--- src/spi_pkg.sv ---
`default_nettype none

package spi_pkg;

  // Frame lengths on the SPI bus
  localparam int CMD_WIDTH  = 12;
  localparam int READ_WIDTH = 8;

  // Command fields
  localparam int ADDR_WIDTH = 3;
  localparam int DATA_WIDTH = 8;

  // Field order matches the bit order on mosi, rw goes out first
  typedef struct packed {
    logic                  rw;    // 1 selects a write, 0 a read
    logic [ADDR_WIDTH-1:0] addr;
    logic [DATA_WIDTH-1:0] data;  // Ignored by a read
  } spi_cmd_t;

  typedef struct packed {
    logic [READ_WIDTH-1:0] rdata;
  } spi_rsp_t;

  // Transfer FSM of the master
  typedef enum logic [3:0] {
    IDLE,
    JUDGE,
    W_START,
    W_DATA,
    W_FINISH,
    R_START,
    WR_DATA,
    RR_DATA,
    R_FINISH
  } spi_state_e;

endpackage

`default_nettype wire

--- src/spi_cmd_fifo.sv ---
`timescale 1ns/1ps
`default_nettype none

module spi_cmd_fifo #(
  parameter int FIFO_DEPTH = 4
) (
  input  logic              clk,
  input  logic              rst_n,
  input  spi_pkg::spi_cmd_t in_cmd,
  input  logic              in_valid,
  output logic              in_ready,
  output spi_pkg::spi_cmd_t out_cmd,
  output logic              out_valid,
  input  logic              out_ready
);

  // A one-entry queue still needs a one-bit pointer
  localparam int PTR_W = (FIFO_DEPTH > 1) ? $clog2(FIFO_DEPTH) : 1;
  localparam int CNT_W = $clog2(FIFO_DEPTH + 1);

  spi_pkg::spi_cmd_t mem [FIFO_DEPTH];

  logic [PTR_W-1:0] wr_ptr;
  logic [PTR_W-1:0] rd_ptr;
  logic [CNT_W-1:0] count;
  logic             push;
  logic             pop;

  assign in_ready  = (count != CNT_W'(FIFO_DEPTH)); // Full blocks the push even if a pop is due
  assign out_valid = (count != '0);
  assign out_cmd   = mem[rd_ptr];

  assign push = in_valid && in_ready;
  assign pop  = out_valid && out_ready;

  always_ff @(posedge clk)
  begin
    if (push)
    begin
      mem[wr_ptr] <= in_cmd;
    end
  end

  always_ff @(posedge clk or negedge rst_n)
  begin
    if (!rst_n)
    begin
      wr_ptr <= '0;
      rd_ptr <= '0;
      count  <= '0;
    end
    else
    begin
      if (push)
      begin
        wr_ptr <= (wr_ptr == PTR_W'(FIFO_DEPTH - 1)) ? '0 : wr_ptr + 1'b1;
      end
      if (pop)
      begin
        rd_ptr <= (rd_ptr == PTR_W'(FIFO_DEPTH - 1)) ? '0 : rd_ptr + 1'b1;
      end
      case ({push, pop})
        2'b10:   count <= count + 1'b1;
        2'b01:   count <= count - 1'b1;
        default: count <= count;  // Both or neither leave the level alone
      endcase
    end
  end

endmodule

`default_nettype wire

--- src/spi_sclk_gen.sv ---
`timescale 1ns/1ps
`default_nettype none

module spi_sclk_gen #(
  parameter int CLK_DIV = 4
) (
  input  logic clk,
  input  logic rst_n,
  input  logic en,
  output logic sclk,
  output logic sclk_rise,
  output logic sclk_fall
);

  localparam int CNT_W = $clog2(CLK_DIV);

  logic [CNT_W-1:0] cnt;

  // Strobes are registered with sclk, so each one is high in the first
  // clk cycle that sees the new sclk level
  always_ff @(posedge clk or negedge rst_n)
  begin
    if (!rst_n)
    begin
      cnt       <= '0;
      sclk      <= 1'b0;
      sclk_rise <= 1'b0;
      sclk_fall <= 1'b0;
    end
    else if (!en)
    begin
      // Parked low, so the first edge after enabling is a rise
      cnt       <= '0;
      sclk      <= 1'b0;
      sclk_rise <= 1'b0;
      sclk_fall <= 1'b0;
    end
    else
    begin
      sclk_rise <= 1'b0;
      sclk_fall <= 1'b0;
      if (cnt == CNT_W'(CLK_DIV - 1))
      begin
        cnt       <= '0;
        sclk      <= ~sclk;
        sclk_rise <= ~sclk;
        sclk_fall <= sclk;
      end
      else
      begin
        cnt <= cnt + 1'b1;
      end
    end
  end

endmodule

`default_nettype wire

--- src/spi_master.sv ---
`timescale 1ns/1ps
`default_nettype none

module spi_master #(
  parameter int CLK_DIV = 4
) (
  input  logic              clk,
  input  logic              rst_n,
  input  spi_pkg::spi_cmd_t cmd,
  input  logic              cmd_valid,
  output logic              cmd_ready,
  output logic              sclk_en,
  input  logic              sclk_rise,
  input  logic              sclk_fall,
  output logic              cs_n,
  output logic              mosi,
  input  logic              miso,
  output spi_pkg::spi_rsp_t rsp,
  output logic              rsp_valid,
  input  logic              rsp_ready
);

  localparam int CMD_W   = spi_pkg::CMD_WIDTH;
  localparam int READ_W  = spi_pkg::READ_WIDTH;
  localparam int BIT_W   = $clog2(CMD_W + 1);
  localparam int TIMER_W = $clog2(2 * CLK_DIV);

  spi_pkg::spi_state_e state;
  spi_pkg::spi_state_e state_next;

  spi_pkg::spi_cmd_t   cmd_buf;
  logic [CMD_W-1:0]    tx_shift;
  logic [READ_W-1:0]   rx_shift;
  logic [BIT_W-1:0]    bit_cnt;
  logic [TIMER_W-1:0]  timer;

  logic in_start;
  logic in_finish;
  logic in_shift;
  logic half_done;
  logic gap_done;
  logic cmd_bits_done;
  logic rd_bits_done;

  assign in_start  = (state == spi_pkg::W_START) || (state == spi_pkg::R_START);
  assign in_finish = (state == spi_pkg::W_FINISH) || (state == spi_pkg::R_FINISH);
  assign in_shift  = (state == spi_pkg::W_DATA) || (state == spi_pkg::WR_DATA);

  // One sclk half-period, and the cs_n high gap of a full period
  assign half_done = (timer == TIMER_W'(CLK_DIV - 1));
  assign gap_done  = (timer == TIMER_W'(2 * CLK_DIV - 1));

  // The last fall after the final rise of a phase
  assign cmd_bits_done = sclk_fall && (bit_cnt == BIT_W'(CMD_W));
  assign rd_bits_done  = sclk_fall && (bit_cnt == BIT_W'(READ_W));

  assign cmd_ready = (state == spi_pkg::IDLE);
  assign mosi      = tx_shift[CMD_W-1];   // MSB first

  always_ff @(posedge clk or negedge rst_n)
  begin
    if (!rst_n)
      state <= spi_pkg::IDLE;
    else
      state <= state_next;
  end

  always_comb
  begin
    state_next = state;
    case (state)
      spi_pkg::IDLE:
        if (cmd_valid)
          state_next = spi_pkg::JUDGE;
      spi_pkg::JUDGE:
        state_next = cmd_buf.rw ? spi_pkg::W_START : spi_pkg::R_START;
      spi_pkg::W_START:
        if (half_done)
          state_next = spi_pkg::W_DATA;
      spi_pkg::W_DATA:
        if (cmd_bits_done)
          state_next = spi_pkg::W_FINISH;
      spi_pkg::W_FINISH:
        if (cs_n && gap_done)
          state_next = spi_pkg::IDLE;
      spi_pkg::R_START:
        if (half_done)
          state_next = spi_pkg::WR_DATA;
      spi_pkg::WR_DATA:
        if (cmd_bits_done)
          state_next = spi_pkg::RR_DATA;  // Clock keeps running into the read bits
      spi_pkg::RR_DATA:
        if (rd_bits_done)
          state_next = spi_pkg::R_FINISH;
      spi_pkg::R_FINISH:
        if (cs_n && gap_done && !rsp_valid)
          state_next = spi_pkg::IDLE;
      default:
        state_next = spi_pkg::IDLE;
    endcase
  end

  always_ff @(posedge clk or negedge rst_n)
  begin
    if (!rst_n)
    begin
      cs_n      <= 1'b1;
      sclk_en   <= 1'b0;
      bit_cnt   <= '0;
      timer     <= '0;
      tx_shift  <= '0;
      rsp_valid <= 1'b0;
    end
    else
    begin
      // Timer restarts in every state and at cs_n rising
      if (state_next != state)
        timer <= '0;
      else if (in_finish && !cs_n && half_done)
        timer <= '0;
      else if ((in_start || in_finish) && !gap_done)
        timer <= timer + 1'b1;

      if (state_next != state)
        bit_cnt <= '0;
      else if (sclk_rise)
        bit_cnt <= bit_cnt + 1'b1;

      if (state == spi_pkg::JUDGE)
      begin
        cs_n     <= 1'b0;
        tx_shift <= cmd_buf;            // Bit 11 is on mosi for the whole setup
      end
      else if (in_finish && !cs_n && half_done)
      begin
        cs_n <= 1'b1;
      end

      if (in_shift && sclk_fall)
        tx_shift <= {tx_shift[CMD_W-2:0], 1'b0};

      if (in_start && half_done)
        sclk_en <= 1'b1;
      else if (((state == spi_pkg::W_DATA) && cmd_bits_done) ||
               ((state == spi_pkg::RR_DATA) && rd_bits_done))
        sclk_en <= 1'b0;

      if ((state == spi_pkg::RR_DATA) && rd_bits_done)
        rsp_valid <= 1'b1;
      else if (rsp_valid && rsp_ready)
        rsp_valid <= 1'b0;
    end
  end

  always_ff @(posedge clk)
  begin
    if ((state == spi_pkg::IDLE) && cmd_valid)
      cmd_buf <= cmd;
    if ((state == spi_pkg::RR_DATA) && sclk_rise)
      rx_shift <= {rx_shift[READ_W-2:0], miso};
    // Held until the host takes it
    if ((state == spi_pkg::RR_DATA) && rd_bits_done)
      rsp.rdata <= rx_shift;
  end

endmodule

`default_nettype wire

--- src/spi_subsystem.sv ---
`timescale 1ns/1ps
`default_nettype none

module spi_subsystem #(
  parameter int CLK_DIV    = 4,
  parameter int FIFO_DEPTH = 4
) (
  input  logic              clk,
  input  logic              rst_n,
  input  spi_pkg::spi_cmd_t cmd,
  input  logic              cmd_valid,
  output logic              cmd_ready,
  output spi_pkg::spi_rsp_t rsp,
  output logic              rsp_valid,
  input  logic              rsp_ready,
  output logic              sclk,
  output logic              cs_n,
  output logic              mosi,
  input  logic              miso
);

  spi_pkg::spi_cmd_t q_cmd;
  logic              q_valid;
  logic              q_ready;
  logic              sclk_en;
  logic              sclk_rise;
  logic              sclk_fall;

  spi_cmd_fifo #(
    .FIFO_DEPTH (FIFO_DEPTH)
  ) u_cmd_fifo (
    .clk       (clk),
    .rst_n     (rst_n),
    .in_cmd    (cmd),
    .in_valid  (cmd_valid),
    .in_ready  (cmd_ready),
    .out_cmd   (q_cmd),
    .out_valid (q_valid),
    .out_ready (q_ready)
  );

  spi_sclk_gen #(
    .CLK_DIV (CLK_DIV)
  ) u_sclk_gen (
    .clk       (clk),
    .rst_n     (rst_n),
    .en        (sclk_en),
    .sclk      (sclk),
    .sclk_rise (sclk_rise),
    .sclk_fall (sclk_fall)
  );

  spi_master #(
    .CLK_DIV (CLK_DIV)
  ) u_master (
    .clk       (clk),
    .rst_n     (rst_n),
    .cmd       (q_cmd),
    .cmd_valid (q_valid),
    .cmd_ready (q_ready),
    .sclk_en   (sclk_en),
    .sclk_rise (sclk_rise),
    .sclk_fall (sclk_fall),
    .cs_n      (cs_n),
    .mosi      (mosi),
    .miso      (miso),
    .rsp       (rsp),
    .rsp_valid (rsp_valid),
    .rsp_ready (rsp_ready)
  );

endmodule

`default_nettype wire

--- config.mk ---
export PLATFORM = sky130hd
export DESIGN_NAME = spi_subsystem
export DESIGN_NICKNAME = d
export VERILOG_FILES = /design/src/spi_pkg.sv /design/src/spi_cmd_fifo.sv /design/src/spi_sclk_gen.sv /design/src/spi_master.sv /design/src/spi_subsystem.sv
export SDC_FILE = /design/constraint.sdc
export NUM_CORES = 1
export LEC_CHECK = 0
export ABC_AREA = 1
export BUFFER_PORTS_ARGS = -buffer_cell sky130_fd_sc_hd__buf_4
export CAP_MARGIN = 20
export CORE_ASPECT_RATIO = 1.1
export CORE_MARGIN = 2
export CORE_UTILIZATION = 50
export CTS_CLUSTER_DIAMETER = 200
export DETAILED_ROUTE_END_ITERATION = 7
export PLACE_DENSITY = 0.68
export SYNTH_ARGS = -nofsm -noshare
export SYNTH_HDL_FRONTEND = slang
export SYNTH_SLANG_ARGS = --single-unit
--- constraint.sdc ---
create_clock -name clk -period 3.7 [get_ports clk]
set_clock_uncertainty 0.2 [all_clocks]
set_input_delay 0 -clock clk [delete_from_list [all_inputs] [get_ports clk]]
set_output_delay 0 -clock clk [all_outputs]
set_load 0.01 [all_outputs]
==> impl_metrics.csv <==
group,metric,value,unit
run_status,status,"finished clean",
finish,final_layout_size_suffix_gt1_frac,0.169,
min_path,min_path_cells,2,
drt,drt_wl_total,8.37,mm
cts,cts.path.max_buffers,2,
min_path,min_delay_worst_endpoint,"u_master.rx_shift[0]",
critical_path,crit_slowest_cell,"sky130_fd_sc_hd__dfrtp_1",
logic_synthesis,synth_area_per_cell,11.6,um2
drt,firstDrtPassIters,4,
floorplan,initial_core_util,0.509,
cts,clkLatencyLatePin,0.50,ns
timing,timing_hold_violations_final,0,
grt,gr-usage-all-layers,0.187,
timing,report.final.slew_viol_count,0,
cts,cts.repair.resized,0,
floorplan,io-pin-count,30,
timing,setup_viol,0,
grt,global_route.overflow_total,0,
cts,clk_root_buffer_cell,"sky130_fd_sc_hd__clkbuf_8",
critical_path,regToRegEndpoint,"u_cmd_fifo.count[2]",
floorplan,chipHeight,106,um
floorplan,die-width,96.6,um
drt,vias,3041,
critical_path,crit_arrival,2.95,ns
grt,grt_start_max_net_pins,38,
grt,grt_util_met3,0.0558,
power,proportion_of_power_drawn_by_flip_flops_and_latches,0.410,
min_path,min_path_type,"primary input to flop",
logic_synthesis,synth_top_cell_by_area,"sky130_fd_sc_hd__edfxtp_1",
logic_synthesis,synth_nets,438,
power,total_switching_power,1.50,mW
critical_path,critical_path_class,"flop to flop",
grt,initial_antenna_violation_count,0,
power,p_int,3.03,mW
logic_synthesis,async_flop_share,0.333,
timing,worst_pin_slew,0.679,ns
logic_synthesis,netlist_top_cells_area,"sky130_fd_sc_hd__edfxtp_1 48%, sky130_fd_sc_hd__dfrtp_1 20%, sky130_fd_sc_hd__nand2_1 4.8%",
finish,layoutNonFillerInstCount,602,
drt,first_iter_violations,129,
critical_path,critical-path-max-stage-delay,0.45,ns
power,power.share.combinational,0.271,
logic_synthesis,synth-main-ff-cell,"sky130_fd_sc_hd__edfxtp_1",
drt,detail_route.wl_per_cell,13.9,um
finish,fillCellCount,738,
floorplan,floorplan.core_area,0.00926,mm2
timing,worst_slew_margin_rel,0.547,
grt,globalRouteMet2Util,0.300,
grt,grt_most_used_layer,"met2",
logic_synthesis,yosys-top-cells-count,"76 x sky130_fd_sc_hd__edfxtp_1, 60 x sky130_fd_sc_hd__nand2_1, 55 x sky130_fd_sc_hd__nor2_1",
logic_synthesis,seq_area_frac_synth,0.686,
drt,via_per_inst,5.05,
cts,cts_sinks,114,
power,leakagePower,2.42,nW
timing,grt_setup_unrepaired,"no",
critical_path,reg2reg_slack,0.91,ns
timing,min_period_over_period,0.753,
placed_design,placed_cells,551,
finish,layout.nets,502,
grt,grt_first_pass_wirelength,14.4,mm
run,maxCapViolations,0,
critical_path,critPathLaunchType,"flop",
power,clock_share_of_power,0.319,
grt,vias_in_the_first_global_route,3146,
power,share_of_total_power_consumed_by_net_switching,0.330,
critical_path,critical_path_required,3.87,ns
cts,clock_tree_from_tritoncts,"built",
cts,cts_max_level,4,
logic_synthesis,yosysTopAreaCellShare,0.484,
critical_path,ordered_cell_list_for_the_critical_path,"inv_2 > nand2_1 > nor2_1 > nand2_1 > inv_1 > ha_1 > inv_1 > fa_1 > a21oi_1 > o21ai_0 > xor2_1",
timing,final.min_clock_period,2.79,ns
critical_path,cp_max_fo,17,
critical_path,worstSetupEndpointType,"flop",
placed_design,dp_hpwl,5.48,mm
cts,post_cts_setup_buffer_count,0,
logic_synthesis,yosysWarningCount,0,
placed_design,placement.io_buffers,29,
drt,drtAntennaViolNets,0,
power,power.density_cell_area,778,mW/mm2
power,totalPowerFinal,4.52,mW
grt,use_met1,0.239,
critical_path,timing.reg2reg.worst_path_depth,11,
cts,cts.clk_slew.worst_paths,0.06,ns
logic_synthesis,synth-seq-cells,114,
drt,route.detailed.drc,0,
logic_synthesis,yosys.cell_count.top_type,"sky130_fd_sc_hd__edfxtp_1",
placed_design,finalWeightedCongestion,0.896,
floorplan,placementRows,37,
timing,timing.setup.tns,0,ns
logic_synthesis,synth_cells,408,
cts,cts_buffers,17,
logic_synthesis,post_synth_edffs,76,
finish,antennaDiodeCount,0,
finish,areaGrowthSynthToFinish,23.4,%
logic_synthesis,netlist_area,0.00471,mm2
power,power.ir.vdd_worst,0.423,mV
min_path,worst_hold_startpoint,"miso",
timing,max_freq,359,MHz
critical_path,critical_path.reg2reg.startpoint,"u_master.state[3]",
floorplan,die_area,0.0102,mm2
logic_synthesis,distinct_cell_type_count_of_the_synthesized_netlist,31,
## critical path, delay by kind of cell (launching register included)
| family | cells | cell delay [ns] |
|---|---|---|
| AOI/OAI and AO/OA | 2 | 0.27 |
| xor gates and xnor gates | 1 | 0.16 |
| adders and majority gates | 2 | 0.63 |
| buffers and inverters | 3 | 0.61 |
| DFF | 1 | 0.45 |
| and+or+nand+nor | 3 | 0.34 |
## cell families (layout without fill, tap and decap cells)
logic type | count (synthesis) | count (layout) | synth area share
xor gates and xnor gates | 5 | 5 | 0.00929
adders and majority gates | 13 | 13 | 0.0361
and+or+nand+nor | 148 | 148 | 0.134
buffers and inverters | 59 | 136 | 0.0475
AOI/OAI and AO/OA | 69 | 69 | 0.0865
DFF | 114 | 114 | 0.686
## power groups by stage
stage	logic (mW)	registers, mW	clock network, mW
after CTS	1.24	1.86	1.47
after global placement	1.16	1.87	0
after floorplan	0.901	1.84	0
final	1.23	1.85	1.44
after detailed placement	1.22	1.88	0
after global routing	1.41	1.89	1.52
## sequential cells by signal (all words and copies together), names as in the netlist
name / count
u_cmd_fifo.mem: 48
u_master.cmd_buf: 12
u_master.tx_shift: 12
u_master.rsp: 8
u_master.rx_shift: 8
u_master.bit_cnt: 4
u_master.state: 4
u_cmd_fifo.count: 3
u_master.timer: 3
u_cmd_fifo.rd_ptr: 2
u_cmd_fifo.wr_ptr: 2
u_sclk_gen.cnt: 2
u_master.cs_n: 1
u_master.rsp_valid: 1
u_master.sclk_en: 1
u_sclk_gen.sclk: 1
u_sclk_gen.sclk_fall: 1
u_sclk_gen.sclk_rise: 1
## routing by layer
layer	routed length, um	vias up	share of wire
li1	-	1524	-
met1	3720	1448	0.44
met2	4270	65	0.51
met3	326	4	0.039
met4	48	0	0.0057
met5	0	-	0
## layout by cell type (no fill, tap or decap), types with 4 or more instances in the layout
master                          count
sky130_fd_sc_hd__a21oi_1            7
sky130_fd_sc_hd__nand2_2            6
sky130_fd_sc_hd__edfxtp_1          76
sky130_fd_sc_hd__o21ai_0           35
sky130_fd_sc_hd__nor2_1            55
sky130_fd_sc_hd__nand3_1           15
sky130_fd_sc_hd__clkinv_2           4
sky130_fd_sc_hd__dlygate4sd3_1     17
sky130_fd_sc_hd__inv_1             47
sky130_fd_sc_hd__buf_4             34
sky130_fd_sc_hd__o211ai_1           4
sky130_fd_sc_hd__o22ai_1           12
sky130_fd_sc_hd__nand2_1           60
sky130_fd_sc_hd__ha_1              12
sky130_fd_sc_hd__dfrtp_1           37
sky130_fd_sc_hd__clkbuf_16         16
sky130_fd_sc_hd__o221ai_1           6
sky130_fd_sc_hd__clkinvlp_4         5
## worst max path at each step
stage | startpoint | endpoint | slack (ns) | cells past startpoint
2_1_floorplan | u_master.state[0] | u_cmd_fifo.count[2] | 1.25 | 11
3_5_place_dp | u_master.state[0] | u_cmd_fifo.count[2] | 0.93 | 11
5_1_grt | u_master.state[0] | u_cmd_fifo.count[2] | 0.69 | 11
4_1_cts | u_master.state[0] | u_cmd_fifo.count[2] | 0.91 | 11
6_report | u_master.state[3] | u_cmd_fifo.count[2] | 0.91 | 11
3_3_place_gp | u_master.state[0] | u_cmd_fifo.count[2] | 1.05 | 11
## layout make-up
| type | count | area (um2) | share of cell area |
|---|---|---|---|
| Timing Repair Buffer | 53 | 453 | 0.0779 |
| Inverter | 51 | 191 | 0.0329 |
| Clock inverter | 13 | 114 | 0.0196 |
| Clock buffer | 19 | 422 | 0.0725 |
| Tap cell | 117 | 146 | 0.0252 |
| Multi-Input combinational cell | 235 | 1250 | 0.216 |
| Sequential cell | 114 | 3230 | 0.556 |
## per-stage QoR
step / hold WS (ns) / setup WS [ns] / utilization / instance area (um2)
after floorplan: -0.496 / 1.25 / - / 4710
after global placement: -0.203 / 1.05 / 0.549 / 5080
after detailed placement: -0.196 / 0.926 / 0.549 / 5080
after CTS: 0.0105 / 0.912 / 0.627 / 5810
after global routing: 0.00815 / 0.688 / 0.628 / 5820
final: 0.0322 / 0.914 / 0.628 / 5820
## what timing repair did
| action | 4_1_cts | 5_1_grt |
|---|---|---|
| hold endpoints to repair | 92 | 0 |
| endpoints found under the setup margin | 0 | 0 |
| hold buffers | 18 | 0 |
(Power assumes the default switching activity.)
